File: src/include/wb_com_params.svh
// widths and windows are shared by all blocks; windows are word addresses and must not overlap
`ifndef WB_COM_PARAMS_SVH
`define WB_COM_PARAMS_SVH

// --------------------
// bus widths
// --------------------
`define WB_COM_AW 32
`define WB_COM_DW 32
`define WB_COM_SW (`WB_COM_DW / 8)

// --------------------
// queue sizes
// --------------------
// log2 of request and response FIFO depth
`define WB_COM_FIFO_ASIZE 2
// outstanding requests held by the order tracker, keep a power of two
`define WB_COM_TRACK_DEPTH 8

// --------------------
// address windows
// --------------------
`define WB_COM_S0_LO 32'h0000_0000
`define WB_COM_S0_HI 32'h0000_0003
`define WB_COM_S1_LO 32'h0000_0004
`define WB_COM_S1_HI 32'h0000_0007

`endif
File: src/wb_com_pkg.sv
// struct widths follow the params header; one master and two slaves only
`include "wb_com_params.svh"

package wb_com_pkg;

  // --------------------
  // queue payloads
  // --------------------

  // request header as stored in the per-slave header FIFO
  typedef struct packed {
    logic [`WB_COM_AW-1:0] addr;
    logic [`WB_COM_SW-1:0] sel;
    logic                  we;
  } wb_req_hdr_t;

  // response as stored in the per-slave response FIFO
  typedef struct packed {
    logic                  err;
    logic [`WB_COM_DW-1:0] data;
  } wb_rsp_t;

  // --------------------
  // enums
  // --------------------

  // where a request goes, TGT_NONE is an unmapped address
  typedef enum logic [1:0] {
    TGT_S0,
    TGT_S1,
    TGT_NONE
  } wb_target_e;

  typedef enum logic [1:0] {
    SLV_IDLE,
    SLV_CYCLE,
    SLV_PUSH
  } wb_slv_state_e;

endpackage

File: src/wb_commutator.sv
// one pipelined master to two classic slaves through FIFOs; no arbitration or clock crossing
`timescale 1ns/1ps
`include "wb_com_params.svh"

module wb_commutator
  import wb_com_pkg::*;
(
  input  logic                  clk,
  input  logic                  rst,
  // master bus
  input  logic [`WB_COM_AW-1:0] m_addr_i,
  input  logic [`WB_COM_DW-1:0] m_dat_i,
  input  logic [`WB_COM_SW-1:0] m_sel_i,
  input  logic                  m_cyc_i,
  input  logic                  m_stb_i,
  input  logic                  m_we_i,
  output logic [`WB_COM_DW-1:0] m_dat_o,
  output logic                  m_stall_o,
  output logic                  m_ack_o,
  output logic                  m_err_o,
  // slave 0 bus
  output logic [`WB_COM_AW-1:0] s0_adr_o,
  output logic [`WB_COM_DW-1:0] s0_dat_o,
  output logic [`WB_COM_SW-1:0] s0_sel_o,
  output logic                  s0_we_o,
  output logic                  s0_cyc_o,
  output logic                  s0_stb_o,
  input  logic [`WB_COM_DW-1:0] s0_dat_i,
  input  logic                  s0_ack_i,
  input  logic                  s0_err_i,
  // slave 1 bus
  output logic [`WB_COM_AW-1:0] s1_adr_o,
  output logic [`WB_COM_DW-1:0] s1_dat_o,
  output logic [`WB_COM_SW-1:0] s1_sel_o,
  output logic                  s1_we_o,
  output logic                  s1_cyc_o,
  output logic                  s1_stb_o,
  input  logic [`WB_COM_DW-1:0] s1_dat_i,
  input  logic                  s1_ack_i,
  input  logic                  s1_err_i
);

  // --------------------
  // request paths
  // --------------------
  wb_req_hdr_t           s0_hdr;
  wb_req_hdr_t           s1_hdr;
  logic                  s0_hdr_rden;
  logic                  s1_hdr_rden;
  logic                  s0_hdr_empty;
  logic                  s1_hdr_empty;
  logic [`WB_COM_DW-1:0] s0_wdat;
  logic [`WB_COM_DW-1:0] s1_wdat;
  logic                  s0_wdat_rden;
  logic                  s1_wdat_rden;

  // --------------------
  // response paths
  // --------------------
  wb_rsp_t               s0_rsp_in;
  wb_rsp_t               s1_rsp_in;
  logic                  s0_rsp_wren;
  logic                  s1_rsp_wren;
  logic                  s0_rsp_full;
  logic                  s1_rsp_full;
  wb_rsp_t               s0_rsp;
  wb_rsp_t               s1_rsp;
  logic                  s0_rsp_empty;
  logic                  s1_rsp_empty;
  logic                  s0_rsp_rden;
  logic                  s1_rsp_rden;

  wb_com_master u_master (
    .clk            (clk),
    .rst            (rst),
    .m_addr_i       (m_addr_i),
    .m_dat_i        (m_dat_i),
    .m_sel_i        (m_sel_i),
    .m_cyc_i        (m_cyc_i),
    .m_stb_i        (m_stb_i),
    .m_we_i         (m_we_i),
    .m_dat_o        (m_dat_o),
    .m_stall_o      (m_stall_o),
    .m_ack_o        (m_ack_o),
    .m_err_o        (m_err_o),
    .s0_hdr_o       (s0_hdr),
    .s0_hdr_rden_i  (s0_hdr_rden),
    .s0_hdr_empty_o (s0_hdr_empty),
    .s0_wdat_o      (s0_wdat),
    .s0_wdat_rden_i (s0_wdat_rden),
    .s0_rsp_i       (s0_rsp),
    .s0_rsp_empty_i (s0_rsp_empty),
    .s0_rsp_rden_o  (s0_rsp_rden),
    .s1_hdr_o       (s1_hdr),
    .s1_hdr_rden_i  (s1_hdr_rden),
    .s1_hdr_empty_o (s1_hdr_empty),
    .s1_wdat_o      (s1_wdat),
    .s1_wdat_rden_i (s1_wdat_rden),
    .s1_rsp_i       (s1_rsp),
    .s1_rsp_empty_i (s1_rsp_empty),
    .s1_rsp_rden_o  (s1_rsp_rden)
  );

  wb_com_fifo #(.WIDTH($bits(wb_rsp_t)), .ASIZE(`WB_COM_FIFO_ASIZE)) u_s0_rsp_fifo (
    .clk       (clk),
    .rst       (rst),
    .wr_en_i   (s0_rsp_wren),
    .wr_data_i (s0_rsp_in),
    .rd_en_i   (s0_rsp_rden),
    .rd_data_o (s0_rsp),
    .full_o    (s0_rsp_full),
    .empty_o   (s0_rsp_empty)
  );

  wb_com_fifo #(.WIDTH($bits(wb_rsp_t)), .ASIZE(`WB_COM_FIFO_ASIZE)) u_s1_rsp_fifo (
    .clk       (clk),
    .rst       (rst),
    .wr_en_i   (s1_rsp_wren),
    .wr_data_i (s1_rsp_in),
    .rd_en_i   (s1_rsp_rden),
    .rd_data_o (s1_rsp),
    .full_o    (s1_rsp_full),
    .empty_o   (s1_rsp_empty)
  );

  wb_com_slave u_slave0 (
    .clk         (clk),
    .rst         (rst),
    .hdr_i       (s0_hdr),
    .hdr_empty_i (s0_hdr_empty),
    .wdat_i      (s0_wdat),
    .hdr_rden_o  (s0_hdr_rden),
    .wdat_rden_o (s0_wdat_rden),
    .rsp_o       (s0_rsp_in),
    .rsp_wren_o  (s0_rsp_wren),
    .rsp_full_i  (s0_rsp_full),
    .adr_o       (s0_adr_o),
    .dat_o       (s0_dat_o),
    .sel_o       (s0_sel_o),
    .we_o        (s0_we_o),
    .cyc_o       (s0_cyc_o),
    .stb_o       (s0_stb_o),
    .dat_i       (s0_dat_i),
    .ack_i       (s0_ack_i),
    .err_i       (s0_err_i)
  );

  wb_com_slave u_slave1 (
    .clk         (clk),
    .rst         (rst),
    .hdr_i       (s1_hdr),
    .hdr_empty_i (s1_hdr_empty),
    .wdat_i      (s1_wdat),
    .hdr_rden_o  (s1_hdr_rden),
    .wdat_rden_o (s1_wdat_rden),
    .rsp_o       (s1_rsp_in),
    .rsp_wren_o  (s1_rsp_wren),
    .rsp_full_i  (s1_rsp_full),
    .adr_o       (s1_adr_o),
    .dat_o       (s1_dat_o),
    .sel_o       (s1_sel_o),
    .we_o        (s1_we_o),
    .cyc_o       (s1_cyc_o),
    .stb_o       (s1_stb_o),
    .dat_i       (s1_dat_i),
    .ack_i       (s1_ack_i),
    .err_i       (s1_err_i)
  );

endmodule

File: src/wb_com_slave.sv
// classic single cycles only, one transfer in flight; takes at least 3 clocks per transfer
`timescale 1ns/1ps
`include "wb_com_params.svh"

module wb_com_slave
  import wb_com_pkg::*;
(
  input  logic                  clk,
  input  logic                  rst,
  // request queue
  input  wb_req_hdr_t           hdr_i,
  input  logic                  hdr_empty_i,
  input  logic [`WB_COM_DW-1:0] wdat_i,
  output logic                  hdr_rden_o,
  output logic                  wdat_rden_o,
  // response queue
  output wb_rsp_t               rsp_o,
  output logic                  rsp_wren_o,
  input  logic                  rsp_full_i,
  // slave bus
  output logic [`WB_COM_AW-1:0] adr_o,
  output logic [`WB_COM_DW-1:0] dat_o,
  output logic [`WB_COM_SW-1:0] sel_o,
  output logic                  we_o,
  output logic                  cyc_o,
  output logic                  stb_o,
  input  logic [`WB_COM_DW-1:0] dat_i,
  input  logic                  ack_i,
  input  logic                  err_i
);

  wb_slv_state_e         state;
  wb_req_hdr_t           req_q;
  logic [`WB_COM_DW-1:0] wdat_q;
  wb_rsp_t               rsp_q;
  logic                  start;
  logic                  done;

  // only start when the response has somewhere to go
  assign start = (state == SLV_IDLE) && !hdr_empty_i && !rsp_full_i;
  assign done  = (state == SLV_CYCLE) && (ack_i || err_i);

  // --------------------
  // FSM
  // --------------------
  always_ff @(posedge clk) begin
    if (rst) begin
      state <= SLV_IDLE;
    end else begin
      case (state)
        SLV_IDLE: begin
          if (start) begin
            state <= SLV_CYCLE;
          end
        end
        SLV_CYCLE: begin
          if (done) begin
            state <= SLV_PUSH;
          end
        end
        default: state <= SLV_IDLE;
      endcase
    end
  end

  // popped request and captured response
  always_ff @(posedge clk) begin
    if (start) begin
      req_q <= hdr_i;
      if (hdr_i.we) begin
        wdat_q <= wdat_i;
      end
    end
    if (done) begin
      // writes return zero data
      rsp_q <= '{err: err_i, data: req_q.we ? {`WB_COM_DW{1'b0}} : dat_i};
    end
  end

  assign hdr_rden_o  = start;
  assign wdat_rden_o = start && hdr_i.we;
  assign rsp_o       = rsp_q;
  assign rsp_wren_o  = (state == SLV_PUSH);

  // --------------------
  // slave bus
  // --------------------
  assign adr_o = req_q.addr;
  assign sel_o = req_q.sel;
  assign we_o  = req_q.we;
  assign dat_o = wdat_q;
  assign cyc_o = (state == SLV_CYCLE);
  assign stb_o = (state == SLV_CYCLE);

  // classic cycle holds strobe and address until the slave answers
  a_stb_hold: assert property (@(posedge clk) disable iff (rst)
    stb_o && !(ack_i || err_i) |=> stb_o && cyc_o && $stable(adr_o))
    else $error("strobe dropped before ack or err");

endmodule

File: src/wb_com_master.sv
// single pipelined master only; responses return in request order, unmapped addresses get err
`timescale 1ns/1ps
`include "wb_com_params.svh"

module wb_com_master
  import wb_com_pkg::*;
(
  input  logic                  clk,
  input  logic                  rst,
  // master bus
  input  logic [`WB_COM_AW-1:0] m_addr_i,
  input  logic [`WB_COM_DW-1:0] m_dat_i,
  input  logic [`WB_COM_SW-1:0] m_sel_i,
  input  logic                  m_cyc_i,
  input  logic                  m_stb_i,
  input  logic                  m_we_i,
  output logic [`WB_COM_DW-1:0] m_dat_o,
  output logic                  m_stall_o,
  output logic                  m_ack_o,
  output logic                  m_err_o,
  // slave 0 queues
  output wb_req_hdr_t           s0_hdr_o,
  input  logic                  s0_hdr_rden_i,
  output logic                  s0_hdr_empty_o,
  output logic [`WB_COM_DW-1:0] s0_wdat_o,
  input  logic                  s0_wdat_rden_i,
  input  wb_rsp_t               s0_rsp_i,
  input  logic                  s0_rsp_empty_i,
  output logic                  s0_rsp_rden_o,
  // slave 1 queues
  output wb_req_hdr_t           s1_hdr_o,
  input  logic                  s1_hdr_rden_i,
  output logic                  s1_hdr_empty_o,
  output logic [`WB_COM_DW-1:0] s1_wdat_o,
  input  logic                  s1_wdat_rden_i,
  input  wb_rsp_t               s1_rsp_i,
  input  logic                  s1_rsp_empty_i,
  output logic                  s1_rsp_rden_o
);

  localparam int TRK_D  = `WB_COM_TRACK_DEPTH;
  localparam int TRK_AW = $clog2(TRK_D);
  localparam int TRK_CW = $clog2(TRK_D + 1);

  wb_target_e        req_tgt;
  wb_req_hdr_t       req_hdr;
  logic              accept;
  logic              s0_hdr_full;
  logic              s1_hdr_full;
  logic              s0_hdr_wren;
  logic              s1_hdr_wren;
  // order tracker with the oldest request in entry 0
  wb_target_e        trk_q [TRK_D];
  logic [TRK_CW-1:0] trk_cnt;
  logic [TRK_CW-1:0] trk_wr_idx;
  wb_target_e        head_tgt;
  wb_rsp_t           rsp_sel;
  logic              rsp_vld;
  logic              retire;

  // --------------------
  // request side
  // --------------------
  always_comb begin
    if (m_addr_i >= `WB_COM_S0_LO && m_addr_i <= `WB_COM_S0_HI) begin
      req_tgt = TGT_S0;
    end else if (m_addr_i >= `WB_COM_S1_LO && m_addr_i <= `WB_COM_S1_HI) begin
      req_tgt = TGT_S1;
    end else begin
      req_tgt = TGT_NONE;
    end
  end

  assign m_stall_o = (req_tgt == TGT_S0 && s0_hdr_full) ||
                     (req_tgt == TGT_S1 && s1_hdr_full) ||
                     (trk_cnt == TRK_CW'(TRK_D));
  assign accept      = m_cyc_i && m_stb_i && !m_stall_o;
  assign req_hdr     = '{addr: m_addr_i, sel: m_sel_i, we: m_we_i};
  assign s0_hdr_wren = accept && req_tgt == TGT_S0;
  assign s1_hdr_wren = accept && req_tgt == TGT_S1;

  // data FIFOs never hold more than their header FIFOs, so only header full matters
  wb_com_fifo #(.WIDTH($bits(wb_req_hdr_t)), .ASIZE(`WB_COM_FIFO_ASIZE)) u_s0_hdr_fifo (
    .clk       (clk),
    .rst       (rst),
    .wr_en_i   (s0_hdr_wren),
    .wr_data_i (req_hdr),
    .rd_en_i   (s0_hdr_rden_i),
    .rd_data_o (s0_hdr_o),
    .full_o    (s0_hdr_full),
    .empty_o   (s0_hdr_empty_o)
  );

  wb_com_fifo #(.WIDTH(`WB_COM_DW), .ASIZE(`WB_COM_FIFO_ASIZE)) u_s0_dat_fifo (
    .clk       (clk),
    .rst       (rst),
    .wr_en_i   (s0_hdr_wren && m_we_i),
    .wr_data_i (m_dat_i),
    .rd_en_i   (s0_wdat_rden_i),
    .rd_data_o (s0_wdat_o),
    .full_o    (),
    .empty_o   ()
  );

  wb_com_fifo #(.WIDTH($bits(wb_req_hdr_t)), .ASIZE(`WB_COM_FIFO_ASIZE)) u_s1_hdr_fifo (
    .clk       (clk),
    .rst       (rst),
    .wr_en_i   (s1_hdr_wren),
    .wr_data_i (req_hdr),
    .rd_en_i   (s1_hdr_rden_i),
    .rd_data_o (s1_hdr_o),
    .full_o    (s1_hdr_full),
    .empty_o   (s1_hdr_empty_o)
  );

  wb_com_fifo #(.WIDTH(`WB_COM_DW), .ASIZE(`WB_COM_FIFO_ASIZE)) u_s1_dat_fifo (
    .clk       (clk),
    .rst       (rst),
    .wr_en_i   (s1_hdr_wren && m_we_i),
    .wr_data_i (m_dat_i),
    .rd_en_i   (s1_wdat_rden_i),
    .rd_data_o (s1_wdat_o),
    .full_o    (),
    .empty_o   ()
  );

  // --------------------
  // order tracker
  // --------------------
  // a retire in the same cycle shifts the queue down by one
  assign trk_wr_idx = retire ? trk_cnt - 1'b1 : trk_cnt;

  always_ff @(posedge clk) begin
    if (rst) begin
      trk_cnt <= '0;
      for (int i = 0; i < TRK_D; i++) begin
        trk_q[i] <= TGT_NONE;
      end
    end else begin
      case ({accept, retire})
        2'b10:   trk_cnt <= trk_cnt + 1'b1;
        2'b01:   trk_cnt <= trk_cnt - 1'b1;
        default: trk_cnt <= trk_cnt;
      endcase
      if (retire) begin
        for (int i = 0; i < TRK_D - 1; i++) begin
          trk_q[i] <= trk_q[i+1];
        end
        trk_q[TRK_D-1] <= TGT_NONE;
      end
      if (accept) begin
        trk_q[trk_wr_idx[TRK_AW-1:0]] <= req_tgt;
      end
    end
  end

  // --------------------
  // response return
  // --------------------
  assign head_tgt = trk_q[0];

  always_comb begin
    case (head_tgt)
      TGT_S0: begin
        rsp_sel = s0_rsp_i;
        rsp_vld = !s0_rsp_empty_i;
      end
      TGT_S1: begin
        rsp_sel = s1_rsp_i;
        rsp_vld = !s1_rsp_empty_i;
      end
      default: begin
        // unmapped address answered without any slave
        rsp_sel = '{err: 1'b1, data: '0};
        rsp_vld = 1'b1;
      end
    endcase
  end

  assign retire        = (trk_cnt != '0) && rsp_vld;
  assign m_ack_o       = retire && !rsp_sel.err;
  assign m_err_o       = retire && rsp_sel.err;
  assign m_dat_o       = rsp_sel.data;
  assign s0_rsp_rden_o = retire && head_tgt == TGT_S0;
  assign s1_rsp_rden_o = retire && head_tgt == TGT_S1;

endmodule

File: src/wb_com_fifo.sv
// first-word-fall-through FIFO, no overflow or underflow guard; callers respect full and empty
`timescale 1ns/1ps

module wb_com_fifo #(
  parameter int WIDTH = 32,
  parameter int ASIZE = 2
) (
  input  logic             clk,
  input  logic             rst,
  input  logic             wr_en_i,
  input  logic [WIDTH-1:0] wr_data_i,
  input  logic             rd_en_i,
  output logic [WIDTH-1:0] rd_data_o,
  output logic             full_o,
  output logic             empty_o
);

  localparam int DEPTH = 1 << ASIZE;

  logic [WIDTH-1:0] mem [DEPTH];
  // extra msb tells full from empty
  logic [ASIZE:0]   wr_ptr;
  logic [ASIZE:0]   rd_ptr;

  always_ff @(posedge clk) begin
    if (wr_en_i) begin
      mem[wr_ptr[ASIZE-1:0]] <= wr_data_i;
    end
  end

  always_ff @(posedge clk) begin
    if (rst) begin
      wr_ptr <= '0;
      rd_ptr <= '0;
    end else begin
      if (wr_en_i) begin
        wr_ptr <= wr_ptr + 1'b1;
      end
      if (rd_en_i) begin
        rd_ptr <= rd_ptr + 1'b1;
      end
    end
  end

  // head word is visible without a read strobe
  assign rd_data_o = mem[rd_ptr[ASIZE-1:0]];
  assign empty_o   = (wr_ptr == rd_ptr);
  assign full_o    = (wr_ptr[ASIZE] != rd_ptr[ASIZE]) &&
                     (wr_ptr[ASIZE-1:0] == rd_ptr[ASIZE-1:0]);

  // --------------------
  // checks
  // --------------------
  a_no_overflow: assert property (@(posedge clk) disable iff (rst) !(wr_en_i && full_o))
    else $error("fifo written while full");

  a_no_underflow: assert property (@(posedge clk) disable iff (rst) !(rd_en_i && empty_o))
    else $error("fifo read while empty");

endmodule

File: config.mk
export PLATFORM = sky130hd
export DESIGN_NAME = wb_commutator
export DESIGN_NICKNAME = d
export VERILOG_FILES = /design/src/wb_com_pkg.sv /design/src/wb_commutator.sv /design/src/wb_com_slave.sv /design/src/wb_com_master.sv /design/src/wb_com_fifo.sv
export VERILOG_INCLUDE_DIRS = /design/src /design/src/include
export SDC_FILE = /design/constraint.sdc
export NUM_CORES = 1
export LEC_CHECK = 0
export ABC_AREA = 1
export BUFFER_PORTS_ARGS = -buffer_cell sky130_fd_sc_hd__buf_2
export CAP_MARGIN = 20
export CELL_PAD_IN_SITES_DETAIL_PLACEMENT = 1
export CELL_PAD_IN_SITES_GLOBAL_PLACEMENT = 1
export CORE_ASPECT_RATIO = 1.5
export CORE_MARGIN = 5
export CORE_UTILIZATION = 40
export CTS_BUF_LIST = sky130_fd_sc_hd__clkbuf_8
export CTS_CLUSTER_SIZE = 16
export DETAILED_ROUTE_END_ITERATION = 8
export PLACE_DENSITY = 0.75
export SYNTH_ARGS = -nofsm -noshare
export SYNTH_HDL_FRONTEND = slang
export SYNTH_SLANG_ARGS = --single-unit
export TNS_END_PERCENT = 20
File: constraint.sdc
create_clock -name clk -period 4.4 [get_ports clk]
set_clock_uncertainty 0.1 [all_clocks]
set_input_delay 0.88 -clock clk [delete_from_list [all_inputs] [get_ports clk]]
set_output_delay 0.88 -clock clk [all_outputs]
set_load 0.005 [all_outputs]
==> results of run 1 <==
cell usage in the layout (no fill, tap or decap), types with 7 or more instances in the layout:
master / instances
sky130_fd_sc_hd__a32o_1: 32
sky130_fd_sc_hd__a21oi_1: 64
sky130_fd_sc_hd__inv_2: 13
sky130_fd_sc_hd__dfxtp_1: 41
sky130_fd_sc_hd__nand3_1: 66
sky130_fd_sc_hd__edfxtp_1: 1036
sky130_fd_sc_hd__buf_4: 54
sky130_fd_sc_hd__clkinv_2: 16
sky130_fd_sc_hd__ha_1: 31
sky130_fd_sc_hd__nor3_1: 8
sky130_fd_sc_hd__buf_2: 317
sky130_fd_sc_hd__xor2_1: 7
sky130_fd_sc_hd__diode_2: 7
sky130_fd_sc_hd__o22ai_1: 138
sky130_fd_sc_hd__clkinv_1: 41
sky130_fd_sc_hd__nor2_2: 13
sky130_fd_sc_hd__nor2_4: 25
sky130_fd_sc_hd__clkbuf_8: 161
sky130_fd_sc_hd__xnor2_1: 8
sky130_fd_sc_hd__nand2_1: 306
sky130_fd_sc_hd__buf_12: 20
sky130_fd_sc_hd__o21ai_0: 392
sky130_fd_sc_hd__inv_1: 214
sky130_fd_sc_hd__dfxtp_2: 7
sky130_fd_sc_hd__nor2_1: 444
registers in the layout, indices dropped and copies added (netlist names), 33 cells and up, named ones only:
name                        flops
u_master.u_s1_hdr_fifo.mem    148
u_slave0.rsp_o                 33
u_slave1.rsp_o                 33
u_master.u_s0_dat_fifo.mem    128
u_master.u_s0_hdr_fifo.mem    148
u_s0_rsp_fifo.mem             132
u_s1_rsp_fifo.mem             132
u_master.u_s1_dat_fifo.mem    128
metrics by stage:
step | std cells | setup slack, ns | power (mW) | hold WS, ns
after floorplan | 2983 | 0.427 | 14.6 | 0.342
after global placement | 4527 | 0.185 | 16.3 | 0.351
after detailed placement | 4527 | 0.0964 | 16.4 | 0.365
after CTS | 4809 | 0.246 | 24.2 | 0.0439
after global routing | 4814 | 0.275 | 25.0 | 0.0738
final | 4818 | 0.420 | 23.9 | 0.156
where the power goes:
group	total [mW]	leakage (nW)	switching (mW)	internal, mW
logic	3.73	5.46	2.73	0.995
registers	12.5	9.75	0.263	12.2
clock network	7.73	1.67	3.91	3.82
worst max-delay path: stages, from the launching register on:
cell and delay, ns:
sky130_fd_sc_hd__dfxtp_2 0.48, sky130_fd_sc_hd__inv_2 0.13, sky130_fd_sc_hd__buf_4 0.30, sky130_fd_sc_hd__nor2_1 0.07
sky130_fd_sc_hd__o21ai_0 0.72, sky130_fd_sc_hd__a32o_1 0.33, sky130_fd_sc_hd__buf_2 0.15
metal layers:
| layer | vias up | GRT usage [%] | share of wire [%] |
|---|---|---|---|
| met5 | - | 0 | 0.020 |
| met3 | 196 | 3.84 | 4.9 |
| met4 | 4 | 7.84 | 3.7 |
| met2 | 706 | 37.4 | 54 |
| li1 | 11600 | - | - |
| met1 | 12800 | 23.1 | 38 |
path summary, 6_finish.rpt:
path | from | endpoint | slack, ns | depth (start not counted)
setup reg to reg | u_master.trk_cnt[0] | u_master.u_s0_dat_fifo.mem[2][7] | 1.01 | 8
setup / recovery | register | m_dat_o[12] | 0.42 | 6
hold reg to reg | u_slave0.rsp_o[31] | u_s0_rsp_fifo.mem[0][31] | 0.39 | 0
hold / removal | s1_err_i | u_slave1.rsp_o[32] | 0.16 | 1
cells by family after synthesis:
kind of cell | count (synthesis) | synth area share (%)
flops | 1084 | 78.3
simple gates | 887 | 8.71
compound gates | 630 | 8.55
buf+inv | 336 | 3.13
fa+ha+maj | 31 | 0.948
xor+xnor | 15 | 0.321
cell type report:
class	instances	area, µm²	share of cell area, %
multi-input combinational	1563	7760	16.3
antenna	7	17.5	0.0368
clock inverter	121	772	1.62
sequential	1084	32100	67.4
timing repair buffer	391	2390	5.03
inverter	186	698	1.47
tap	1305	1630	3.43
clock buffer	161	2220	4.66
==> results.md, run 1 <==
- Run status: finished clean
- Synth cell types: 35
- Final antenna-violating net count: 0
- Die width: ~270 µm
- CP max FO: 23
- FFs w/ async S/R, synth: 0%
- Most used flip-flop cell after synthesis: sky130_fd_sc_hd__edfxtp_1
- Number of hold-slack violations in the final timing report: 0
- CP required: between 3 and 4 ns
- Category of the worst setup path launch point: register
- Maximum count of clock buffers along a single path: 3
- Total standard cell area after synthesis: between 40,000 and 50,000 µm²
- Clock transition at the registers of the reported paths: approximately 0.060 ns
- Sinks on the clock net: 1,084
- Final Routed Wirelength: around 110 mm
- First-iteration detailed-routing DRC count: a little under 2,000
- Total placed instance area: 44,500 µm²
- Most instantiated library cell after synthesis: sky130_fd_sc_hd__edfxtp_1
- # Max-Cap Violations: 0
- Net Count, Synth: between 3,000 and 4,000
- RSZ-0062 raised after global routing: no
- Vias in the first global route: about 27,000
- Quantity of gates resized following cts: 0
- Initial cell density of the core: approximately 40%
- All-layer global routing usage: between 20 and 25%
- Power per Cell Area: 503 nW/µm²
- Kind of path behind the tightest hold check: input pin to register
- Final cell area excluding filler cells: between 40,000 and 50,000 µm²
- Detail-routed net length per standard cell: 23.4 µm
- Fillcell total: around 10,000
- Count of hold buffers inserted by post-cts repair: 0
- Accumulated negative setup slack: 0 ns
- Insertion delay of the later-clocked pin in the worst-skew pair: between 0.8 and 0.9 ns
- Fraction of final layout cells with drive strength greater than 1: between 10% and 20%
- Endpoint type of the worst setup path: output port
- Layout Area Growth over Synthesis: 16.2%
- Leakage: ~17 nW
- Final design utilization: between 40% and 50%
- Overflow left after global routing: 0
- Commonest cells post-synth: 1,036 x sky130_fd_sc_hd__edfxtp_1, 469 x sky130_fd_sc_hd__nor2_1, 392 x sky130_fd_sc_hd__o21ai_0
- Count of flip-flops with a built-in enable after synthesis: around 1,000
- Pin count of the biggest net entering global routing: 98
- Cell type with the largest total area after synthesis: sky130_fd_sc_hd__edfxtp_1
- CTS tree: yes
- Die outline height: around 400 µm
- Std cell rows: between 100 and 150
- Total of flip-flops plus latches after synthesis: 1,084
- Cells after Synth: ~3,000
- Proportion of netlist area held by the largest area contributor: roughly 76%
- Transition time at the pin with the least slew margin: 1.04 ns
- Via count: around 25,000
- Ys Warns: 0
- Peak supply drop: between 0.3 and 0.4 mV
- Number of H-tree levels: 4
- Standard cell core area: 101,000 µm²
- Number of iterations in the first detailed-routing pass: 5
- Antenna violations before repair: 10
- # setup viols final: 0
- Port Buffer Count: about 320
- FMAX: 251 MHz
- IO Count: roughly 320
- CTS root buf: sky130_fd_sc_hd__clkbuf_8
- Number of buffers inserted during clock tree synthesis: ~160
- Max-slew headroom: 30.9%
- Detail Placement HPWL: just over 70 mm
- Final net count: around 3,600
- Total Die Area: around 110,000 µm²
- Top area cells in the synthesized netlist: sky130_fd_sc_hd__edfxtp_1 76%, sky130_fd_sc_hd__o21ai_0 4.8%, sky130_fd_sc_hd__nor2_1 4.3%
- Sequential area share after synthesis: slightly below 80%
- Average instance area after synthesis: approximately 14 µm²
- Final weighted congestion in routability-driven placement: 0.778
- Count of buffers added by post-CTS timing repair for setup: 0
- Drt via density: between 5 and 6
- Share of the clock period used by the worst path: approximately 90%
- Final routed DRC violation total: 0
- Path type of the worst setup path: register to output port
- Number of pins exceeding their max-slew limit in the final report: 0
- Global-route wire length before repair: ~170 mm
- Minimum clock period: about 4.0 ns
- Critical Path AT: ~3 ns
(Power assumes the default switching activity.)
==> run 2: changes to the inputs <==
- SYNTH_HIERARCHICAL: default -> 1
==> results.md, run 2 <==
- CP required: 3.42 ns (about the same)
- Number of pins exceeding their max-slew limit in the final report: 0 (unchanged)
- Number of buffers inserted during clock tree synthesis: 159 (was 158)
- CP max FO: 72 (was 23)
- Port Buffer Count: 317 (unchanged)
- Initial cell density of the core: 40.2% (was 40.3%)
- Number of hold-slack violations in the final timing report: 0 (unchanged)
- Total standard cell area after synthesis: 43,600 µm² (was 40,900 µm²)
- Power per Cell Area: 543 nW/µm² (was 503 nW/µm²)
- Overflow left after global routing: 0 (unchanged)
- Detail-routed net length per standard cell: 20.9 µm (was 23.4 µm)
- Average instance area after synthesis: 13.1 µm² (was 13.7 µm²)
- First-iteration detailed-routing DRC count: 1,617 (was 1,932)
- Insertion delay of the later-clocked pin in the worst-skew pair: 0.87 ns (was 0.84 ns)
- Minimum clock period: 3.89 ns (was 3.98 ns)
- Final routed DRC violation total: 0 (unchanged)
- Standard cell core area: 108,000 µm² (was 101,000 µm²)
- Path type of the worst setup path: register to output port (unchanged)
- Non-Filler Instances: 5,259 (was 4,818)
- Final Routed Wirelength: 110 mm (was 113 mm)
- Via count: 26,000 (was 25,300)
- RSZ-0062 raised after global routing: no (unchanged)
- Most frequent cells in the layout: 1,036 x sky130_fd_sc_hd__edfxtp_1, 725 x sky130_fd_sc_hd__nand2_1, 592 x sky130_fd_sc_hd__inv_1 (was 1,036 x sky130_fd_sc_hd__edfxtp_1, 444 x sky130_fd_sc_hd__nor2_1, 392 x sky130_fd_sc_hd__o21ai_0)
- Final cell area excluding filler cells: 49,700 µm² (was 47,600 µm²)
- Slowest Stage Delay on Critical Path: 0.84 ns (was 0.72 ns)
- Worst Hold Margin: 0.178 ns (was 0.156 ns)
- Commonest non-fill, non-tap cell in the layout: sky130_fd_sc_hd__edfxtp_1 (unchanged)
- Run status: finished clean (unchanged)
- Share of the clock period used by the worst path: 88.4% (was 90.4%)
- Final net count: 3,874 (was 3,556)
- Count of hold buffers inserted by post-cts repair: 0 (unchanged)
- Layout Area Growth over Synthesis: 13.9% (was 16.2%)
- Category of the worst setup path launch point: register (unchanged)
- Dpl cells: 4,963 (was 4,527)
- Maximum count of clock buffers along a single path: 3 (unchanged)
- CTS tree: yes (unchanged)
- Number of H-tree levels: 4 (unchanged)
- Die outline height: 414 µm (was 402 µm)
- Drt via density: 4.94 (was 5.25)
- Antenna violations before repair: 18 (was 10)
- Net Count, Synth: 3,489 (was 3,155)
- Vias in the first global route: 27,900 (was 27,100)
- Std cell rows: 148 (was 143)
- CTS root buf: sky130_fd_sc_hd__clkbuf_8 (unchanged)
- Clock transition at the registers of the reported paths: 0.07 ns (was 0.06 ns)
- # setup viols final: 0 (unchanged)
- IO Count: 318 (unchanged)
- # Max-Cap Violations: 0 (unchanged)
- Final weighted congestion in routability-driven placement: 0.780 (was 0.778)
- Total placed instance area: 46,500 µm² (was 44,500 µm²)
- Final antenna-violating net count: 0 (unchanged)
- Setup ws final: 0.509 ns (was 0.420 ns)
- Number of iterations in the first detailed-routing pass: 5 (unchanged)
- Count of buffers added by post-CTS timing repair for setup: 0 (unchanged)
- Cells after Synth: 3,315 (was 2,983)
- Detail Placement HPWL: 70.9 mm (was 71.3 mm)
- Place WS: 0.613 ns (was 0.0964 ns)
- Cell family with most CP delay: flip-flops (was compound AO/OA/AOI/OAI gates)
- Kind of path behind the tightest hold check: input pin to register (unchanged)
- Number of buffers and inverters on the critical path: 2 (was 3)
- Die width: 280 µm (was 271 µm)
- Quantity of gates resized following cts: 0 (unchanged)
- Accumulated negative setup slack: 0 ns (unchanged)
- FMAX: 257 MHz (was 251 MHz)
- Cell seen most often among critical-path stages: sky130_fd_sc_hd__nand2_1
- Peak supply drop: 0.411 mV (was 0.390 mV)
- Global-route wire length before repair: 165 mm (was 167 mm)
- Sequence of cells on the critical path: buf_4, nand2_1, o211ai_1, nand2_1, a22o_1, buf_2 (was inv_2, buf_4, nor2_1, o21ai_0, a32o_1, buf_2)
- Sinks on the clock net: 1,088 (was 1,084)
- Library cell contributing the largest single delay on the critical path: sky130_fd_sc_hd__dfxtp_4 (was sky130_fd_sc_hd__o21ai_0)
- Critical Path AT: 2.91 ns (was 3.00 ns)
- Pin count of the biggest net entering global routing: 81 (was 98)
- Leakage: 18.8 nW (was 16.9 nW)
- Fraction of final layout cells with drive strength greater than 1: 18.3% (was 18.8%)
- Max-slew headroom: 36.0% (was 30.9%)
- Ys Warns: 6 (was 0)
- Total Die Area: 116,000 µm² (was 109,000 µm²)
- Endpoint type of the worst setup path: output port (unchanged)
- Transition time at the pin with the least slew margin: 0.959 ns (was 1.04 ns)
- All-layer global routing usage: 18.6% (was 20.2%)
-- run 2: cell count changes in the layout (fill, tap and decap cells not counted), sizes merged, moves of 32 or more --
cell / previous run / this run
a21oi: 64 / 30
nor2: 482 / 158
o211ai: 1 / 409
o22ai: 138 / 1
nand3: 66 / 32
o21ai: 392 / 26
nand2: 310 / 737
inv: 236 / 624
a22o: 0 / 32
a32o: 32 / 0
-- run 2: final timing paths --
check	start	endpoint	slack (ns)	cells past startpoint
max reg2reg	u_master/trk_cnt[0]	u_master/u_s0_hdr_fifo/mem[0][1]	1.43	8
min reg2reg	u_slave0/rsp_o[27]	u_s0_rsp_fifo/mem[2][27]	0.39	0
min	m_addr_i[6]	u_master/u_s0_hdr_fifo/mem[0][11]	0.18	1
max	register	m_dat_o[20]	0.51	6
-- run 2: stage by stage --
step / util [%] / power [mW]
after floorplan: - / 17.0
after global placement: 42.9 / 19.0
after detailed placement: 42.9 / 19.3
after CTS: 45.8 / 27.4
after global routing: 45.8 / 28.4
final: 45.8 / 27.0
-- run 2: area by class of cell --
class	instances	area (µm²)
Inverter	588	2210
Clock buffer	160	2200
Timing Repair Buffer	373	2130
Sequential cell	1088	32200
Tap cell	1425	1780
Antenna cell	9	22.5
Fill cell	11300	58700
Clock inverter	126	903
Multi-Input combinational cell	1490	8230
-- run 2: metal layers --
layer / wire (µm) / vias up / track usage [%]
met5: 55 / - / 0
met2: 57100 / 705 / 33.1
met4: 3690 / 8 / 7.00
met3: 6610 / 185 / 4.47
met1: 42500 / 12900 / 21.7
li1: - / 12200 / -
-- run 2: power breakdown --
part           leakage (nW)  switching, mW  internal (mW)  total (mW)
logic                  7.32           3.79           1.68        5.46
registers              9.81          0.664           12.8        13.5
clock network          1.72           4.02           3.97        7.99
total                  18.8           8.47           18.5        27.0
